## src/cam_defines.svh

```systemverilog
`ifndef CAM_DEFINES_SVH
`define CAM_DEFINES_SVH

// ==============================
// camera frame buffer geometry
// ==============================
`define CAM_WIDTH   320                        // pixels per camera line
`define CAM_HEIGHT  240                        // camera lines per frame
`define CAM_PIXELS  (`CAM_WIDTH * `CAM_HEIGHT) // 76800 buffer words

// ==============================
// 640x480 raster, 25 MHz pixel clock
// ==============================
`define H_ACTIVE    640
`define H_FRONT     16
`define H_SYNC      96
`define H_BACK      48

`define V_ACTIVE    480
`define V_FRONT     10
`define V_SYNC      2
`define V_BACK      33

// reset values
`define DISPLAY_MODE_RESET  control_pkg::MODE_ORIG  // colour after reset
`define SYNC_IDLE           1'b1                    // syncs are active low

// luma weights, sum is 256 so >>8 gives 8-bit gray
`define LUMA_R      76
`define LUMA_G      150
`define LUMA_B      30

`endif

```

## src/video_pkg.sv

```systemverilog
`default_nettype none

`include "cam_defines.svh"

package video_pkg;

    // word address into the 320x240 buffer, 17 bits
    typedef logic [$clog2(`CAM_PIXELS)-1:0] buf_addr_t;

    // camera pixel as stored in memory
    typedef struct packed {
        logic [4:0] r;
        logic [5:0] g;
        logic [4:0] b;
    } rgb565_t;

    // what goes to the DAC
    typedef struct packed {
        logic [7:0] r;
        logic [7:0] g;
        logic [7:0] b;
    } rgb888_t;

    // capture -> buffer write port
    typedef struct packed {
        logic      en;    // one-cycle strobe per pixel
        buf_addr_t addr;
        rgb565_t   data;
    } cam_write_s;

    // raster state, combinational from the counters
    typedef struct packed {
        logic      hsync;        // active low
        logic      vsync;        // active low
        logic      active;       // inside 640x480
        logic      frame_start;  // h=0, v=0
        buf_addr_t addr;         // upscaled read address
    } raster_s;

endpackage

`default_nettype wire

```

## src/control_pkg.sv

```systemverilog
`default_nettype none

package control_pkg;

    // ==============================
    // display modes
    // ==============================
    typedef enum logic {
        MODE_ORIG = 1'b0,  // camera colours
        MODE_GRAY = 1'b1   // luma on all three channels
    } display_mode_e;

    // ==============================
    // IR remote key codes
    // ==============================
    // codes come already decoded from the receiver,
    // only two keys mean anything to the display path
    typedef enum logic [7:0] {
        KEY_A    = 8'h0F,  // grayscale
        KEY_ORIG = 8'h12   // 'OK' key, back to colour
    } ir_key_e;

endpackage

`default_nettype wire

```

## src/camera_capture.sv

```systemverilog
`default_nettype none

`include "cam_defines.svh"

module camera_capture (
    input  logic                    clk_25_vga,
    input  logic                    rst,
    input  logic                    cam_vsync,
    input  logic                    cam_href,
    input  logic [7:0]              cam_data,
    output video_pkg::cam_write_s   wr,
    output logic                    frame_done  // sticky after the first full frame
);

    localparam video_pkg::buf_addr_t LAST_ADDR = video_pkg::buf_addr_t'(`CAM_PIXELS - 1);

    logic                  vsync_q;     // previous cam_vsync
    logic                  vsync_fall;  // new frame begins
    logic                  byte_phase;  // 0 = high byte expected
    logic [7:0]            hi_byte;
    logic                  wr_en;
    video_pkg::buf_addr_t  wr_addr;
    video_pkg::rgb565_t    wr_data;
    video_pkg::buf_addr_t  next_addr;   // address for the coming pixel

    assign vsync_fall = vsync_q & ~cam_vsync;

    // ==============================
    // phase, strobe, address and done flag
    // ==============================
    always_ff @(posedge clk_25_vga) begin
        if (rst) begin
            vsync_q    <= 1'b0;
            byte_phase <= 1'b0;
            wr_en      <= 1'b0;
            next_addr  <= '0;
            frame_done <= 1'b0;
        end else begin
            vsync_q <= cam_vsync;
            wr_en   <= 1'b0;                       // strobe by default low
            if (vsync_fall) begin
                next_addr  <= '0;                  // restart at top left
                byte_phase <= 1'b0;
            end else if (cam_href) begin
                byte_phase <= ~byte_phase;
                if (byte_phase) begin              // low byte completes the pixel
                    wr_en     <= 1'b1;
                    next_addr <= (next_addr == LAST_ADDR) ? '0 : next_addr + 1'b1;
                end
            end else begin
                byte_phase <= 1'b0;                // realign on every line
            end
            // last word of the frame is going into memory now
            if (wr_en && (wr_addr == LAST_ADDR)) begin
                frame_done <= 1'b1;
            end
        end
    end

    // pixel payload from the byte pair
    always_ff @(posedge clk_25_vga) begin
        if (cam_href && !byte_phase) begin
            hi_byte <= cam_data;                   // RRRRRGGG
        end
        if (cam_href && byte_phase && !vsync_fall) begin
            wr_addr <= next_addr;
            wr_data <= {hi_byte, cam_data};        // GGGBBBBB in the low byte
        end
    end

    assign wr = '{en: wr_en, addr: wr_addr, data: wr_data};

endmodule

`default_nettype wire

```

## config.mk

```make
export PLATFORM = sky130hd
export DESIGN_NAME = camera_capture
export DESIGN_NICKNAME = d
export VERILOG_FILES = /design/src/video_pkg.sv /design/src/control_pkg.sv /design/src/camera_capture.sv
export VERILOG_INCLUDE_DIRS = /design/src
export SDC_FILE = /design/constraint.sdc
export NUM_CORES = 1
export LEC_CHECK = 0
export BUFFER_PORTS_ARGS = -buffer_cell sky130_fd_sc_hd__buf_4
export CORE_ASPECT_RATIO = 1.5
export CORE_MARGIN = 3
export CORE_UTILIZATION = 48
export DETAILED_ROUTE_END_ITERATION = 16
export PLACE_DENSITY = 0.85
export SLEW_MARGIN = 25
export SYNTH_ARGS = -nofsm -noshare
export SYNTH_HDL_FRONTEND = slang
export SYNTH_SLANG_ARGS = --single-unit
export TNS_END_PERCENT = 20
```

## constraint.sdc

```tcl
create_clock -name clk_25_vga -period 2.3 [get_ports clk_25_vga]
set_input_delay 0.345 -clock clk_25_vga [delete_from_list [all_inputs] [get_ports clk_25_vga]]
set_output_delay 0.345 -clock clk_25_vga [all_outputs]
set_load 0.01 [all_outputs]
```

# == Word-level counts from Yosys, hierarchy flattened ==
# Cells that the tools add are included.
# op_classes
bitwise,4
n_addsub,1
mux,2
n_reduce_logical,9
eq_ne,2
# op_table
op,n
equality test 17 bit (second input constant),2
adder 17 x 1 -> 17 bit (second input constant),1
two-way mux 17 bit,1
logical AND 1 bit,4
inverter 1 bit,3
OR reduction 3 bit,1
logical NOT 1 bit,2
AND reduction 2 bit,1
OR reduction 2 bit,1
bitwise AND 1 bit,1
two-way mux 1 bit,1
# totals
out_inout_bits,35
register_bits,62
wordCells,28

# == Longest topological paths before layout ==
# Gate-level depths: netlist of run 1.
# logic_depth
ltp_word,4
ltp_mapped,6

# == Worst setup path before layout of run 1 ==
# OpenSTA, ideal clock, no wires.
# synth_timing
path_kind,reg-to-reg
from,reg byte_phase
to,"reg wr_data, in the netlist wr[0], enable pin"
period_less_slack_ps,2380
slack_ps,-80
path_stages_with_launch,3
path_buffers,0
t_arrival_ps,1957
path_cell_list,dfxtp_1 > nand2_2 > nor2_1
# synth_between
elab_chain_len,2
# synth_lines
element,line_no,rtl
from (decl),camera_capture.sv:19,logic byte_phase;
from (signal assigned),camera_capture.sv:45,byte_phase <= ~byte_phase;
logical AND 1 bit (2 in a row),camera_capture.sv:65,if (cam_href && byte_phase && !vsync_fall) begin
to (signal assigned),camera_capture.sv:67,"wr_data <= {hi_byte, cam_data};"
to (decl),camera_capture.sv:23,video_pkg::rgb565_t wr_data;
# Every way passes these cells.
# A chain may end at the register's enable or synchronous reset.

# == Worst setup path after layout of run 1 ==
# layout_timing
from,reg next_addr[0]
to,reg next_addr[16]
# layout_between
elab_chain_len,2
# layout_lines
element,line_no,rtl
from (decl),camera_capture.sv:24,video_pkg::buf_addr_t next_addr;
from (signal assigned),camera_capture.sv:48,next_addr <= (next_addr == LAST_ADDR) ? '0 : next_addr + 1'b1;
adder 17 x 1 -> 17 bit / equality test 17 bit (equally long branches),camera_capture.sv:48,
two-way mux 17 bit (*),camera_capture.sv:48,
# Mark *: on every way between the ends. The rest lies on a longest branch, timed or not.

==> summary.txt, run 1 <==
Global routing
  • Gr ovfl total: 0
  • Vias in the first global route: approximately 1.4k
  • Global Route Usage Sum: 0.1651
  • GRT met1 Usage: 0.1711
  • Largest net degree at the start of global routing: 20
  • Met3 Track Usage GR: 0.04769
  • Met2 Use GR: 0.2919
  • GR peak layer: met2
  • First-pass GRT wire length: 6361 um
  • Antenna violations before repair: 0

Timing
  • Final TNS setup: 0 ns
  • Max Clock Freq: approximately 530 MHz
  • Min Tclk post-route: 1.875 ns
  • Final setup vio count: 0
  • Max-slew violation count: 0
  • Relative slew slack: 0.4185
  • Period utilization: 0.8150
  • RSZ-0062 raised after global routing: no
  • Clock Skew: 0.005254 ns
  • Setup WS post-layout: 0.4255 ns
  • Final Hold Viols: 0
  • Worst Max-Slew Pin Slew: 0.8705 ns

Logic synthesis
  • Mapped cell area: 2211 um2
  • Top FF cell, synth: edfxtp_1
  • Commonest cells post-synth: edfxtp_1 (41), dfxtp_1 (21), nor2_1 (18), nand4_1 (9)
  • Syn_area_per_cell: 14.84 um2
  • Top post-synthesis cells by area: edfxtp_1 (56%), dfxtp_1 (19%), nor2_1 (3.1%)
  • Area fraction of the dominant cell type after synthesis: 0.5569
  • Leading area contributor after synthesis: edfxtp_1
  • Mapped Cells: 149
  • Syn_nets: 162
  • Sequential-to-total area share from yosys stat: 0.7470
  • Count leader, synth: edfxtp_1
  • Synth async-reset ratio: 0
  • Post-synth EDFFs: 41
  • Netlist cell types: 30
  • Synth Register Bits: 62
  • Yosys warning count: 0

Clock tree
  • Root Driver: clkbuf_8
  • Clock Tree Buf Depth: 2
  • H-tree depth: 3
  • # clock sinks: 62
  • Cts bufs inserted: 9
  • Hold Buf Count CTS: 0
  • Clock slew at reported path FFs: 0.06 ns
  • Postcts setup bufs: 0
  • Clock latency at the later pin of the worst-skew pair: 0.33 ns
  • CTS resizes: 0
  • TritonCTS clock tree: yes

Min path
  • Worst min path class: primary input to register

Critical path
  • CP Data Required Time: 2.56 ns
  • Crit path arrival time: approximately 2.1 ns
  • Worst Setup End Kind: register
  • Worst setup SP type: register
  • Crit path kind: register to register
  • Worst Path Max Fanout: 4
  • FF-to-FF setup slack: 0.43 ns

Outcome
  • Status: complete, no violations

Die
  • Io pins: 47
  • Die area: 5473 um2
  • Overall die width: 61.42 um
  • Cell Rows: 29
  • Initial Utilization: 0.5120
  • Chip height: 89.12 um
  • Core Area: 4318 um2

Layout
  • Filler cells: ~310
  • Syn-to-layout area delta: 26.26%
  • Register area: 1652 um2
  • Footprint of the multi-input gates: around 540 um2
  • Layout Nets: 220
  • Antenna fix cells: 0
  • Share of layout cells above drive strength 1: 0.3349

Detailed routing
  • First-pass detailed-route iteration total: 4
  • WL final: 4159 um
  • Antenna-violating nets left: 0
  • Vias: 1409
  • Iter 0 DRT Violations: 32
  • Avg WL per Cell: 16.12 um
  • Vias/cell: 5.461
  • DRC: 0

Power
  • Lkg Pwr: 1.045 nW
  • PD cells: 742.8 nW/um2
  • Max rail drop VDD: 0.4331 mV

Place
  • Gp weighted congestion: 0.7718
  • Pre-CTS WS: 0.4547 ns
  • Number of port buffers: 46
  • HPWL after DPL: between 3000 and 4000 um

Job
  • Max_cap viols: 0
-- cell type report --
cell class	count	share of cell area
clock buffer	12	0.05199
clock inverter	4	0.008068
inverter	1	0.001345
multi-input combinational	84	0.1945
sequential	62	0.5917
tap	46	0.02062
timing repair buffer	49	0.1318
-- metal layers --
| metal | up-vias | part of all wire |
|---|---|---|
| li1 | 677 | - |
| met1 | 680 | 0.37 |
| met2 | 44 | 0.56 |
| met3 | 8 | 0.061 |
| met4 | 0 | 0.016 |
| met5 | - | 0 |
-- kinds of logic (layout without fill, tap and decap cells) --
logic type      Yosys count  in the layout  synth area share
flops                    62             62            0.7470
simple gates             62             62            0.1647
xor+xnor                 14             14           0.05546
compound gates            7              7           0.01868
fa+ha+maj                 1              1          0.005658
buf+inv                   3             66          0.008485
-- worst max-delay path, cell delays in order, from the launching register on --
cell,delay (ns)
dfxtp_1,0.39
ha_1,0.21
nand4_1,0.18
or4_4,0.54
or3_1,0.35
a21oi_1,0.13
-- registers in the layout, indices dropped and copies added, names as in the netlist --
name and flops:
frame_done 1, byte_phase 1, wr 16, wr_en 1
vsync_q 1, hi_byte 8, next_addr 17, wr_addr 17
-- placed cells by master (no fill, tap or decap), types with 2 or more instances in the layout --
master	instances
nand2_1	6
nor2b_1	3
or3_1	2
nor2_1	17
nor3_1	2
xnor2_1	7
edfxtp_1	41
clkinv_2	3
o21ai_0	2
clkbuf_8	10
nor4_1	5
a21oi_1	4
xor2_1	7
or4_4	2
buf_4	49
clkbuf_1	2
nand3_1	4
dfxtp_1	21
nand4_1	9
-- stage by stage --
| stage | cells | hold WS [ns] | util | instance area, um2 | power (mW) |
|---|---|---|---|---|---|
| after floorplan | 149 | 0.4003 | - | 2213 | 1.267 |
| after global placement | 242 | 0.4031 | 0.6077 | 2624 | 1.307 |
| after detailed placement | 242 | 0.4063 | 0.6077 | 2624 | 1.311 |
| after CTS | 258 | 0.1881 | 0.6465 | 2791 | 2.096 |
| after global routing | 258 | 0.1881 | 0.6465 | 2791 | 2.147 |
| final | 258 | 0.2019 | 0.6465 | 2791 | 2.074 |
-- report_power, final --
part	total, mW	internal (mW)	switching (mW)	leakage [nW]
Clock	0.787	0.414	0.373	0.0861
Sequential	1.22	1.21	0.00801	0.579
Combinational	0.0695	0.0308	0.0386	0.380
Total	2.07	1.65	0.419	1.04
-- path summary, 6_finish.rpt --
check / cells past startpoint / endpoint / startpoint
hold / removal: 1 / wr[4] / cam_data[4]
setup reg to reg: 5 / next_addr[16] / next_addr[0]
hold reg to reg: 0 / wr[13] / hi_byte[5]
setup / recovery: 5 / next_addr[16] / next_addr[0]
Note: power is estimated with default switching activity, not from simulation.
==> run 2, diff against run 1 <==
Settings changed: CORE_UTILIZATION 48 to 53, PLACE_DENSITY 0.85 to 0.89.
Clock period 2.3 ns to 1.8 ns, I/O delays scaled along.
==> summary.txt, run 2 (same netlist as run 1, synthesis figures left out) <==
Timing
  • Min Tclk post-route: 1.809 ns
  • Setup WS post-layout: -0.009045 ns
  • Clock Skew: 0.005377 ns
  • Relative slew slack: 0.7454
  • Final Hold Viols: 0
  • Max-slew violation count: 0
  • RSZ-0062 raised after global routing: yes
  • Smallest hold slack: 0.1198 ns
  • Max Clock Freq: 552.8 MHz
  • Worst Max-Slew Pin Slew: roughly 0.38 ns
  • Period utilization: 1.005
  • Final setup vio count: 1

Layout
  • Commonest non-fill, non-tap cell in the layout: buf_4
  • Finished Layout Cells: roughly 270
  • Layout Nets: 230
  • Share of layout cells above drive strength 1: 0.3937
  • Antenna fix cells: 0
  • Filler cells: between 200 and 250
  • Syn-to-layout area delta: 31.35%
  • Final Cell Area: 2904 um2
  • Most frequent cells in the layout: buf_4 (58), edfxtp_1 (41), nor2_1 (17), dfxtp_1 (14)

Detailed routing
  • Avg WL per Cell: ~19 um
  • WL final: 5135 um
  • DRC: 0
  • First-pass detailed-route iteration total: 4
  • Antenna-violating nets left: 0
  • Vias/cell: 5.726
  • Vias: about 1.5k
  • Iter 0 DRT Violations: 84

Clock tree
  • Hold Buf Count CTS: 0
  • TritonCTS clock tree: yes
  • Clock Tree Buf Depth: 2
  • Clock slew at reported path FFs: 0.06 ns
  • Clock latency at the later pin of the worst-skew pair: 0.33 ns
  • Root Driver: clkbuf_8
  • # clock sinks: 62
  • Cts bufs inserted: 9
  • H-tree depth: 3

Critical path
  • Crit path to: next_addr[16]
  • Buf+Inv Stages, Crit Path: 0
  • CP Data Required Time: 2.07 ns
  • Slowest-stage cell, CP: or4_4
  • Worst Setup End Kind: register
  • Crit path kind: register to register
  • Worst Path Max Fanout: 4
  • CP top delay family: simple AND/OR/NAND/NOR gates
  • R2r endpoint: next_addr[16]
  • Slowest cell delay on critical path: 0.58 ns
  • Crit path arrival time: 2.07 ns
  • Crit path from: next_addr[1]
  • Crit. path cell count: 5
  • Worst setup SP type: register
  • Worst r2r src: next_addr[1]
  • R2R cell count: 5
  • FF-to-FF setup slack: -0.009 ns
  • Worst-path cell chain: ha_4 > nand4_1 > or4_4 > or3_1 > a21oi_1

Place
  • Gp weighted congestion: 0.8518
  • HPWL after DPL: roughly 3400 um
  • Placed Cells: between 200 and 300
  • Pre-CTS WS: -0.001104 ns
  • Number of port buffers: 46
  • Area after DPL: 2708 um2

Die
  • Io pins: 47
  • Cell Rows: 28
  • Core Area: 3994 um2
  • Overall die width: 58.74 um
  • Die area: 4998 um2
  • Initial Utilization: 0.5536
  • Chip height: 85.10 um

Power
  • PD cells: 902.8 nW/um2
  • Lkg Pwr: 1.090 nW
  • Max rail drop VDD: 0.9028 mV
  • Final Power: 2.622 mW

Job
  • Max_cap viols: 0

Min path
  • Worst min path class: primary input to register

Global routing
  • Largest net degree at the start of global routing: 26
  • Antenna violations before repair: 0
  • First-pass GRT wire length: approximately 7700 um
  • Global Route Usage Sum: 0.2131
  • Vias in the first global route: between 1.5k and 2k
  • Gr ovfl total: 0

Outcome
  • Failing checks: negative setup slack
  • Status: complete, but fails checks
==> run 2: cell types whose count changed in the layout (fill, tap and decap cells not counted), moves of 3 or more <==
cell and change:
buf_4 +9, dfxtp_2 +4, dfxtp_1 -7, dfxtp_4 +3
==> run 2: through the flow <==
| step | util | TNS (ns) |
|---|---|---|
| 5_1_grt | 0.7271 | -0.05879 |
| 4_1_cts | 0.7155 | 0 |
| 6_report | 0.7271 | -0.009045 |
| 3_3_place_gp | 0.6779 | 0 |
| 3_5_place_dp | 0.6779 | -0.001104 |
| 2_1_floorplan | - | 0 |
==> run 2: layout make-up <==
class                      instances  area, um2  share of cell area
clock inverter                     3      13.76            0.004739
tap                               45      56.30             0.01939
clock buffer                      12      135.1             0.04653
sequential                        62       1668              0.5743
inverter                           1      3.754            0.001293
timing repair buffer              59      455.4              0.1568
multi-input combinational         84      571.8              0.1969
==> run 2: how the worst min path moves through the flow <==
stage	start	endpoint	slack [ns]	cells after the start
floorplan	rst	vsync_q	0.34	1
global placement	hi_byte[6]	wr[14]	0.40	0
detailed placement	hi_byte[2]	wr[10]	0.41	0
CTS	cam_data[0]	wr[0]	0.11	1
global route	cam_data[0]	wr[0]	0.10	1
finish	cam_data[0]	wr[0]	0.12	1
==> run 2: metal layers <==
metal	routed length, um	GRT usage
met3	373	0.06393
met2	2680	0.3642
met4	206	0.1113
met1	1875	0.2302
met5	0	0
==> run 2: timing repair <==
action                     4_1_cts  5_1_grt
cloned                           0        0
pin swaps                        0        1
setup endpoints to repair        1       16
buffers inserted                 0        1
gates resized for setup          1       13
==> run 2: where the power goes <==
group / switching (mW) / internal [mW] / total (mW)
Sequential: 0.0120 / 1.54 / 1.55
Clock: 0.480 / 0.483 / 0.963
Combinational: 0.0564 / 0.0500 / 0.106
