### src/cam_defines.svh
`ifndef CAM_DEFINES_SVH
`define CAM_DEFINES_SVH

// ==============================
// camera frame buffer geometry
// ==============================
`define CAM_WIDTH   320                        // pixels per camera line
`define CAM_HEIGHT  240                        // camera lines per frame
`define CAM_PIXELS  (`CAM_WIDTH * `CAM_HEIGHT) // 76800 buffer words

// ==============================
// 640x480 raster, 25 MHz pixel clock
// ==============================
`define H_ACTIVE    640
`define H_FRONT     16
`define H_SYNC      96
`define H_BACK      48

`define V_ACTIVE    480
`define V_FRONT     10
`define V_SYNC      2
`define V_BACK      33

// reset values
`define DISPLAY_MODE_RESET  control_pkg::MODE_ORIG  // colour after reset
`define SYNC_IDLE           1'b1                    // syncs are active low

// luma weights, sum is 256 so >>8 gives 8-bit gray
`define LUMA_R      76
`define LUMA_G      150
`define LUMA_B      30

`endif

### src/video_pkg.sv
`default_nettype none

`include "cam_defines.svh"

package video_pkg;

    // word address into the 320x240 buffer, 17 bits
    typedef logic [$clog2(`CAM_PIXELS)-1:0] buf_addr_t;

    // camera pixel as stored in memory
    typedef struct packed {
        logic [4:0] r;
        logic [5:0] g;
        logic [4:0] b;
    } rgb565_t;

    // what goes to the DAC
    typedef struct packed {
        logic [7:0] r;
        logic [7:0] g;
        logic [7:0] b;
    } rgb888_t;

    // capture -> buffer write port
    typedef struct packed {
        logic      en;    // one-cycle strobe per pixel
        buf_addr_t addr;
        rgb565_t   data;
    } cam_write_s;

    // raster state, combinational from the counters
    typedef struct packed {
        logic      hsync;        // active low
        logic      vsync;        // active low
        logic      active;       // inside 640x480
        logic      frame_start;  // h=0, v=0
        buf_addr_t addr;         // upscaled read address
    } raster_s;

endpackage

`default_nettype wire

### src/control_pkg.sv
`default_nettype none

package control_pkg;

    // ==============================
    // display modes
    // ==============================
    typedef enum logic {
        MODE_ORIG = 1'b0,  // camera colours
        MODE_GRAY = 1'b1   // luma on all three channels
    } display_mode_e;

    // ==============================
    // IR remote key codes
    // ==============================
    // codes come already decoded from the receiver,
    // only two keys mean anything to the display path
    typedef enum logic [7:0] {
        KEY_A    = 8'h0F,  // grayscale
        KEY_ORIG = 8'h12   // 'OK' key, back to colour
    } ir_key_e;

endpackage

`default_nettype wire

### src/vga_timing.sv
`default_nettype none

`include "cam_defines.svh"

module vga_timing (
    input  logic                clk_25_vga,
    input  logic                rst,
    output video_pkg::raster_s  raster
);

    // ==============================
    // raster windows
    // ==============================
    localparam int H_SYNC_START = `H_ACTIVE + `H_FRONT;
    localparam int H_SYNC_END   = H_SYNC_START + `H_SYNC;
    localparam int H_TOTAL      = H_SYNC_END + `H_BACK;    // 800
    localparam int V_SYNC_START = `V_ACTIVE + `V_FRONT;
    localparam int V_SYNC_END   = V_SYNC_START + `V_SYNC;
    localparam int V_TOTAL      = V_SYNC_END + `V_BACK;    // 525

    logic [9:0]            h_cnt;
    logic [9:0]            v_cnt;
    logic                  active;
    logic                  hsync_n;
    logic                  vsync_n;
    logic [8:0]            h_half;     // camera column
    logic [8:0]            v_half;     // camera row
    video_pkg::buf_addr_t  row_base;
    video_pkg::buf_addr_t  pix_addr;

    // counters
    always_ff @(posedge clk_25_vga) begin
        if (rst) begin
            h_cnt <= '0;
            v_cnt <= '0;
        end else if (h_cnt == 10'(H_TOTAL - 1)) begin
            h_cnt <= '0;
            v_cnt <= (v_cnt == 10'(V_TOTAL - 1)) ? '0 : v_cnt + 1'b1;  // next line
        end else begin
            h_cnt <= h_cnt + 1'b1;
        end
    end

    // ==============================
    // decode, no extra latency
    // ==============================
    assign active  = (h_cnt < 10'(`H_ACTIVE)) && (v_cnt < 10'(`V_ACTIVE));
    assign hsync_n = ~((h_cnt >= 10'(H_SYNC_START)) && (h_cnt < 10'(H_SYNC_END)));
    assign vsync_n = ~((v_cnt >= 10'(V_SYNC_START)) && (v_cnt < 10'(V_SYNC_END)));

    // 2x upscale, each buffer pixel covers a 2x2 block
    assign h_half   = h_cnt[9:1];
    assign v_half   = v_cnt[9:1];
    assign row_base = video_pkg::buf_addr_t'(v_half) * video_pkg::buf_addr_t'(`CAM_WIDTH);
    assign pix_addr = active ? row_base + video_pkg::buf_addr_t'(h_half) : '0;

    assign raster = '{
        hsync:       hsync_n,
        vsync:       vsync_n,
        active:      active,
        frame_start: (h_cnt == '0) && (v_cnt == '0),
        addr:        pix_addr
    };

endmodule

`default_nettype wire

### config.mk
export PLATFORM = sky130hd
export DESIGN_NAME = vga_timing
export DESIGN_NICKNAME = d
export VERILOG_FILES = /design/src/video_pkg.sv /design/src/control_pkg.sv /design/src/vga_timing.sv
export VERILOG_INCLUDE_DIRS = /design/src
export SDC_FILE = /design/constraint.sdc
export NUM_CORES = 1
export LEC_CHECK = 0
export BUFFER_PORTS_ARGS = -buffer_cell sky130_fd_sc_hd__buf_2
export CAP_MARGIN = 0
export CORE_ASPECT_RATIO = 1.5
export CORE_MARGIN = 1.5
export CORE_UTILIZATION = 45
export DETAILED_ROUTE_END_ITERATION = 10
export MAX_ROUTING_LAYER = met4
export PLACE_DENSITY = 0.71
export SLEW_MARGIN = 20
export SYNTH_ARGS = -nofsm -noshare
export SYNTH_HDL_FRONTEND = slang
export SYNTH_SLANG_ARGS = --single-unit
### constraint.sdc
create_clock -name clk_25_vga -period 3.6 [get_ports clk_25_vga]
set_input_delay 0.36 -clock clk_25_vga [delete_from_list [all_inputs] [get_ports clk_25_vga]]
set_output_delay 0.36 -clock clk_25_vga [all_outputs]
set_load 0.02 [all_outputs]
Yosys cells after proc, flatten, opt, wreduce, memory -nomap -nowiden:

Cells that the tools add are included.
W data, S select, Z words.

* order comparisons: 6
* $mul: 1
* muxes and demuxes: 2
* bitwise logic cells: 2
* eq/ne operators: 2
* $add $sub $neg: 3
* reduce and logical (&&, ||, !) cells: 7

Operators with widths (count)
* $add A10 B1 Y10 const B: 2
* $eq A10 B10 Y1 const B: 2
* $logic_not A10 Y1: 2
* $lt A10 B10 Y1 const B: 2
* $lt A10 B9 Y1 const B: 2
* $add A17 B9 Y17: 1
* $mux W17: 1
* $mul A9 B3 Y11 const B: 1
* $ge A10 B10 Y1 const B: 1
* $ge A10 B9 Y1 const B: 1
* $mux W10: 1
* $logic_and A1 B1 Y1: 4
* $not A1 Y1: 2
* $reduce_or A2 Y1: 1

* output and inout bits: 21
* word-level logic and storage cells: 25
* register bits: 20
* bits of input ports: 2

Logic depth before layout (Yosys ltp):

Gate-level depths: netlist (run 1).

* word-level depth: 3
* depth in mapped cells: 9
* depth with buffers taken out: 8

Least setup slack after synthesis (run 1):

Ideal clock, no wire load.

* path type: reg-to-output
* start point: register v_cnt[2]
* end point: output raster[16] in the netlist's numbering
* stages on the path, launching flop included: 9
* setup slack: 0.428 ns
* data arrival time: 2.812 ns
* buffers on the path: 0
* cells stage by stage: dfxtp_1 ha_1 ha_1 fa_1 xor2_1 nand4_1 or3_1 nor4_1 mux2i_1

RTL lines
* start, declared: line vga_timing.sv:22 `logic [9:0] v_cnt;`
* start signal, assigned: line vga_timing.sv:38 `v_cnt <= (v_cnt == 10'(V_TOTAL - 1)) ? '0 : v_cnt + 1'b1;`
* end, declared: line vga_timing.sv:8 `output video_pkg::raster_s raster`

==> flow_summary_export.csv, run 1 <==
group,metric,value,unit
run_status,status,"complete, no violations",
sta,setup_viol,0,
clock_tree,cts_tree,"built",
drt,drt_first_pass_iters,4,
layout,mostFrequentLayoutCells,"nor2_1 (34), buf_2 (22), ha_1 (21), dfxtp_1 (19), xor2_1 (14)",
sta,min_period_over_period,0.941,
pwr,leakage,1.00,nW
setup_path,cp-end-kind,"output port",
logic_synthesis,syn_avg_cell_area,8.06,um2
floorplan,boundaryPins,23,
pwr,ir_drop,0.257,mV
logic_synthesis,yosys_warnings,0,
setup_path,startpoint_type,"flop",
drt,post_drt_wl_per_cell,13.5,um
sta,fin_tns_setup,0,ns
logic_synthesis,synth_nets,245,
floorplan,dieArea,0.00433,mm2
logic_synthesis,yosys.area.top_type,"dfxtp_1",
setup_path,crit_required,3.24,ns
pwr,total_power,0.424,mW
sta,fin_worst_skew,0.00194,ns
sta,slew_headroom,0.599,
floorplan,core_region_area,0.00372,mm2
clock_tree,cts.path.max_buffers,2,
logic_synthesis,synth-seq-area-share,0.226,
clock_tree,clock_latency,0.26,ns
global_routing,grt_pass1_wl,6270,um
min_path,hp-class,"input pin to flop",
drt,via_count,1609,
sta,finalHoldViolCount,0,
job,maxCapViolations,0,
drt,avgViaCountPerCell,5.71,
floorplan,start_util,0.477,
clock_tree,clock-sinks,20,
drt,ant_nets,0,
clock_tree,htreeDepth,1,
global_routing,grt_pass1_vias,1450,
place,portBuffers,22,
logic_synthesis,ys_seq_elements,20,
sta,rsz0062_at_grt,"no",
pwr,powerDensity,212,mW/mm2
place,dp_hpwl,2900,um
layout,antenna_cells,0,
drt,first_iter_violations,52,
logic_synthesis,netlist_instances,220,
global_routing,track_usage,0.200,
sta,slew_viol_final,0,
sta,tightest_slew,0.602,ns
global_routing,grt-ovfl-total,0,
drt,routed_wl,3800,um
floorplan,die_h,79.9,um
floorplan,rows,27,
sta,fin_crit,3.39,ns
sta,fmax,295,MHz
setup_path,arrival,3.03,ns
global_routing,antenna_found_initial,0,
logic_synthesis,netlist_top_cells_area,"dfxtp_1 (23%), ha_1 (15%), xor2_1 (7.4%)",
layout,drive_gt1_frac,0.163,
clock_tree,path_clk_slew,0.07,ns
logic_synthesis,synth.top_cell.area_share,0.226,
drt,drc_errors,0,
global_routing,grt_max_degree,18,
layout,nets,265,
logic_synthesis,yosysUniqueCellTypes,42,
place,postPlaceCellArea,0.00190,mm2
setup_path,cp_max_fo,6,
layout,fin_area,0.00199,mm2
place,place.gp.congestion,0.771,
layout,area_growth,12.5,%
clock_tree,cts_buffers,3,
layout,layout_commonest_cell,"nor2_1",
setup_path,path_class,"flop to output port",
floorplan,fp.dieW,54.3,um
logic_synthesis,synth_area,0.00177,mm2
clock_tree,root_buffer,"clkbuf_8",
path summary, 6_finish.rpt:
kind	from	slack, ns	end	depth (start not counted)
worst max-delay path	v_cnt[4]	0.21	raster[14]	9
worst min-delay path	rst	0.43	h_cnt[2]	2
worst max register to register	h_cnt[0]	1.58	v_cnt[4]	5
worst min register to register	h_cnt[0]	0.52	h_cnt[0]	1
metrics by stage:
step	cells	hold slack, ns	util	setup slack [ns]
2_1_floorplan	220	0.436	-	0.428
3_3_place_gp	277	0.511	0.511	0.372
3_5_place_dp	277	0.518	0.511	0.298
4_1_cts	281	0.423	0.529	0.0906
5_1_grt	282	0.430	0.537	0.0283
6_report	282	0.428	0.537	0.211
per-layer routing:
layer | vias up | wire length, um | global-route usage | part of all wire
met5 | - | 0 | - | 0
met4 | 0 | 78 | 0.0975 | 0.021
met3 | 5 | 99 | 0.0225 | 0.026
met2 | 22 | 2050 | 0.353 | 0.54
met1 | 765 | 1570 | 0.211 | 0.41
li1 | 817 | - | - | -
report_power, final:
group	internal (mW)	total (mW)	switching, mW
combinational	0.00857	0.0225	0.0139
clock	0.0975	0.174	0.0764
sequential	0.224	0.227	0.00336
total	0.330	0.424	0.0937
synthesized netlist by cell type, drive strengths merged:
cell,count
fa,2
o211a,1
a31oi,1
mux2i,2
dfxtp,20
a211oi,2
and3,6
nand3,9
a211o,3
buf,7
inv,8
or3,4
and4,1
and4b,1
nand2,7
xor2,15
clkbuf,3
nand4,9
nor2b,1
ha,21
and2,10
o21a,1
nor3b,2
a21o,4
xnor2,10
or2,2
nor4b,1
a21oi,5
nor3,10
o31ai,1
nor2,34
o21ai,4
o211ai,2
a311o,1
or4,1
nand2b,1
a2111oi,2
a31o,1
nor4,4
nand3b,1
layout make-up:
cell class	instances	area (um2)
fill	363	1720
multi-input combinational	182	1320
sequential	20	402
timing repair buffer	25	133
clock buffer	4	55.1
tap	43	53.8
inverter	8	30.0
state kept, by name (all words and copies together), names as in the netlist:
register / cells
h_cnt: 10
v_cnt: 10
timing repair:
| item | in CTS | in global routing |
|---|---|---|
| gates cloned | 0 | 0 |
| hold buffers | 0 | 0 |
| endpoints found under the setup margin | 1 | 3 |
| buffers inserted | 0 | 1 |
| pin swaps | 0 | 1 |
| resized for setup | 2 | 4 |
logic make-up after synthesis:
| kind of cell | Yosys count | share of synthesized area |
|---|---|---|
| adders and majority gates | 23 | 0.171 |
| buffers and inverters | 18 | 0.0473 |
| AOI/OAI and AO/OA | 28 | 0.114 |
| muxes | 2 | 0.0113 |
| and+or+nand+nor | 104 | 0.308 |
| xor gates and xnor gates | 25 | 0.124 |
| DFF | 20 | 0.226 |
worst max-delay path, stage by stage (launching register included):
cell and delay, ns:
dfxtp_2 0.36, ha_1 0.30, ha_1 0.24, fa_1 0.46, xor2_2 0.24, nand4_1 0.16, or3_1 0.40, or3_1 0.32
a21oi_1 0.12, buf_2 0.18
Note: power is estimated with default switching activity, not from simulation.
==> inputs of run 2 (changes only) <==
--- a/config.mk
+++ b/config.mk
@@ -6,14 +6,15 @@
 export SDC_FILE = /design/constraint.sdc
 export NUM_CORES = 1
 export LEC_CHECK = 0
+export ABC_CLOCK_PERIOD_IN_PS = 3600
 export BUFFER_PORTS_ARGS = -buffer_cell sky130_fd_sc_hd__buf_2
 export CAP_MARGIN = 0
 export CORE_ASPECT_RATIO = 1.5
 export CORE_MARGIN = 1.5
-export CORE_UTILIZATION = 45
+export CORE_UTILIZATION = 50
 export DETAILED_ROUTE_END_ITERATION = 10
 export MAX_ROUTING_LAYER = met4
-export PLACE_DENSITY = 0.71
+export PLACE_DENSITY = 0.77
 export SLEW_MARGIN = 20
 export SYNTH_ARGS = -nofsm -noshare
 export SYNTH_HDL_FRONTEND = slang
==> constraint.sdc (replaced) <==
create_clock -name clk_25_vga -period 3.6 [get_ports clk_25_vga]
set_input_delay 0.72 -clock clk_25_vga [delete_from_list [all_inputs] [get_ports clk_25_vga]]
set_output_delay 0.72 -clock clk_25_vga [all_outputs]
set_load 0.02 [all_outputs]
==> flow_summary_export.csv, run 2 (synthesis gave the netlist of run 1 again) <==
group,metric,value,unit
sta,tightest_slew,0.617,ns
drt,met2WireLength,2370,um
layout,mostFrequentLayoutCells,"nor2_1 (34), buf_2 (19), buf_4 (16), xor2_1 (14), dfxtp_1 (14)",
drt,via_count,1661,
floorplan,rows,26,
clock_tree,clock_latency,0.26,ns
global_routing,track_usage,0.233,
drt,ant_nets,0,
clock_tree,cts_buffers,3,
min_path,hp-class,"flop to flop",
clock_tree,cts.path.max_buffers,2,
place,place_inst,283,
setup_path,crit_top_cell,"ha_4",
drt,dr.max_layer_used,"met4",
sta,fin_crit,3.54,ns
setup_path,cp-end-kind,"output port",
sta,slew_headroom,0.589,
floorplan,fp.dieW,51.6,um
drt,wl_met1,1700,um
floorplan,dieArea,0.00392,mm2
drt,drc_errors,0,
layout,nets,275,
global_routing,antenna_found_initial,0,
layout,fillCellCount,293,
sta,slew_viol_final,0,
sta,rsz0062_at_grt,"yes",
clock_tree,htreeDepth,1,
sta,fin_worst_skew,0.00179,ns
global_routing,grt_pass1_wl,6890,um
floorplan,die_h,75.9,um
job,maxCapViolations,0,
floorplan,boundaryPins,23,
drt,post_drt_wl_per_cell,14.6,um
floorplan,start_util,0.524,
sta,finalHoldViolCount,0,
layout,antenna_cells,0,
clock_tree,root_buffer,"clkbuf_8",
place,portBuffers,22,
layout,drive_gt1_frac,0.266,
layout,area_growth,23.4,%
sta,fmax,282,MHz
place,place.gp.congestion,0.823,
pwr,ir_drop,0.207,mV
place,dp_hpwl,3020,um
layout,layout_commonest_cell,"nor2_1",
setup_path,crit_required,2.88,ns
drt,met3_length,87,um
drt,routed_wl,4240,um
setup_path,critPathMaxStageDelay,0.44,ns
layout,final_cell_count_no_fill,290,
setup_path,arrival,2.82,ns
floorplan,core_region_area,0.00338,mm2
clock_tree,clock-sinks,20,
pwr,leakage,1.03,nW
run_status,status,"complete, no violations",
layout,reg_top3,"h_cnt: 10 flops, v_cnt: 10 flops",
setup_path,startpoint_type,"flop",
drt,first_iter_violations,42,
global_routing,grt_max_degree,18,
global_routing,grt_pass1_vias,1566,
setup_path,crit_slowest_cell,"or3_4",
clock_tree,cts_tree,"built",
place,post-place-ws,0.0876,ns
setup_path,path_class,"flop to output port",
pwr,powerDensity,181,mW/mm2
clock_tree,path_clk_slew,0.07,ns
setup_path,crit_chain,"ha_4, ha_4, fa_2, xor2_2, nand4_1, or3_4, nor4_4, mux2i_1, buf_4",
setup_path,cp_max_fo,3,
sta,setup_viol,0,
setup_path,r2r_slack,1.60,ns
drt,avgViaCountPerCell,5.73,
sta,setup_slack,0.0576,ns
sta,min_period_over_period,0.984,
drt,drt_first_pass_iters,4,
global_routing,grt-ovfl-total,0,
[run 2: timing repair]
action                                 4_1_cts  5_1_grt
pin swaps                                    6       12
setup buffers                                2        2
hold buffers                                 0        0
gates resized for setup                     10       21
setup endpoints to repair                    3        3
endpoints found under the hold margin        0        0
[run 2: through the flow]
stage	utilization	hold WS (ns)	cell area, um2	power (mW)	setup TNS (ns)
finish	0.647	0.522	2190	0.396	0
global route	0.647	0.560	2190	0.416	-0.0410
CTS	0.605	0.524	2050	0.400	-0.00616
detailed placement	0.576	0.514	1950	0.255	0
global placement	0.576	0.508	1950	0.255	0
floorplan	-	0.470	1770	0.248	0
[run 2: routing by layer]
metal / global-route usage / vias up
li1: - / 838
met1: 0.253 / 785
met3: 0.0236 / 5
met2: 0.415 / 33
met4: 0.0947 / 0
met5: - / -
[run 2: final cells by class]
cell class / count / area, um2 / area share
Clock buffer: 3 / 41.3 / 0.0189
Sequential cell: 20 / 408 / 0.186
Multi-Input combinational cell: 182 / 1440 / 0.659
Tap cell: 42 / 52.6 / 0.0240
Timing Repair Buffer: 35 / 215 / 0.0983
Inverter: 8 / 30.0 / 0.0137
[run 2: where the power goes]
part / internal, mW / switching [mW]
Sequential: 0.224 / 0.00343
Clock: 0.0747 / 0.0715
Combinational: 0.00872 / 0.0140
Total: 0.307 / 0.0890
[run 2: path summary, 6_finish.rpt]
kind                  from          to  cells past startpoint
hold reg to reg   h_cnt[0]    h_cnt[0]                      1
hold / removal    h_cnt[0]    h_cnt[0]                      1
setup reg to reg  h_cnt[0]    v_cnt[2]                      5
setup / recovery  v_cnt[2]  raster[16]                      9
[run 2: worst max-delay path, delay by kind of cell, from the launching register on]
family                     cells  cell delay, ns
xor gates and xnor gates       1            0.17
buffers and inverters          1            0.16
and+or+nand+nor                3            0.89
DFF                            1            0.34
muxes                          1            0.21
adders and majority gates      3            0.79
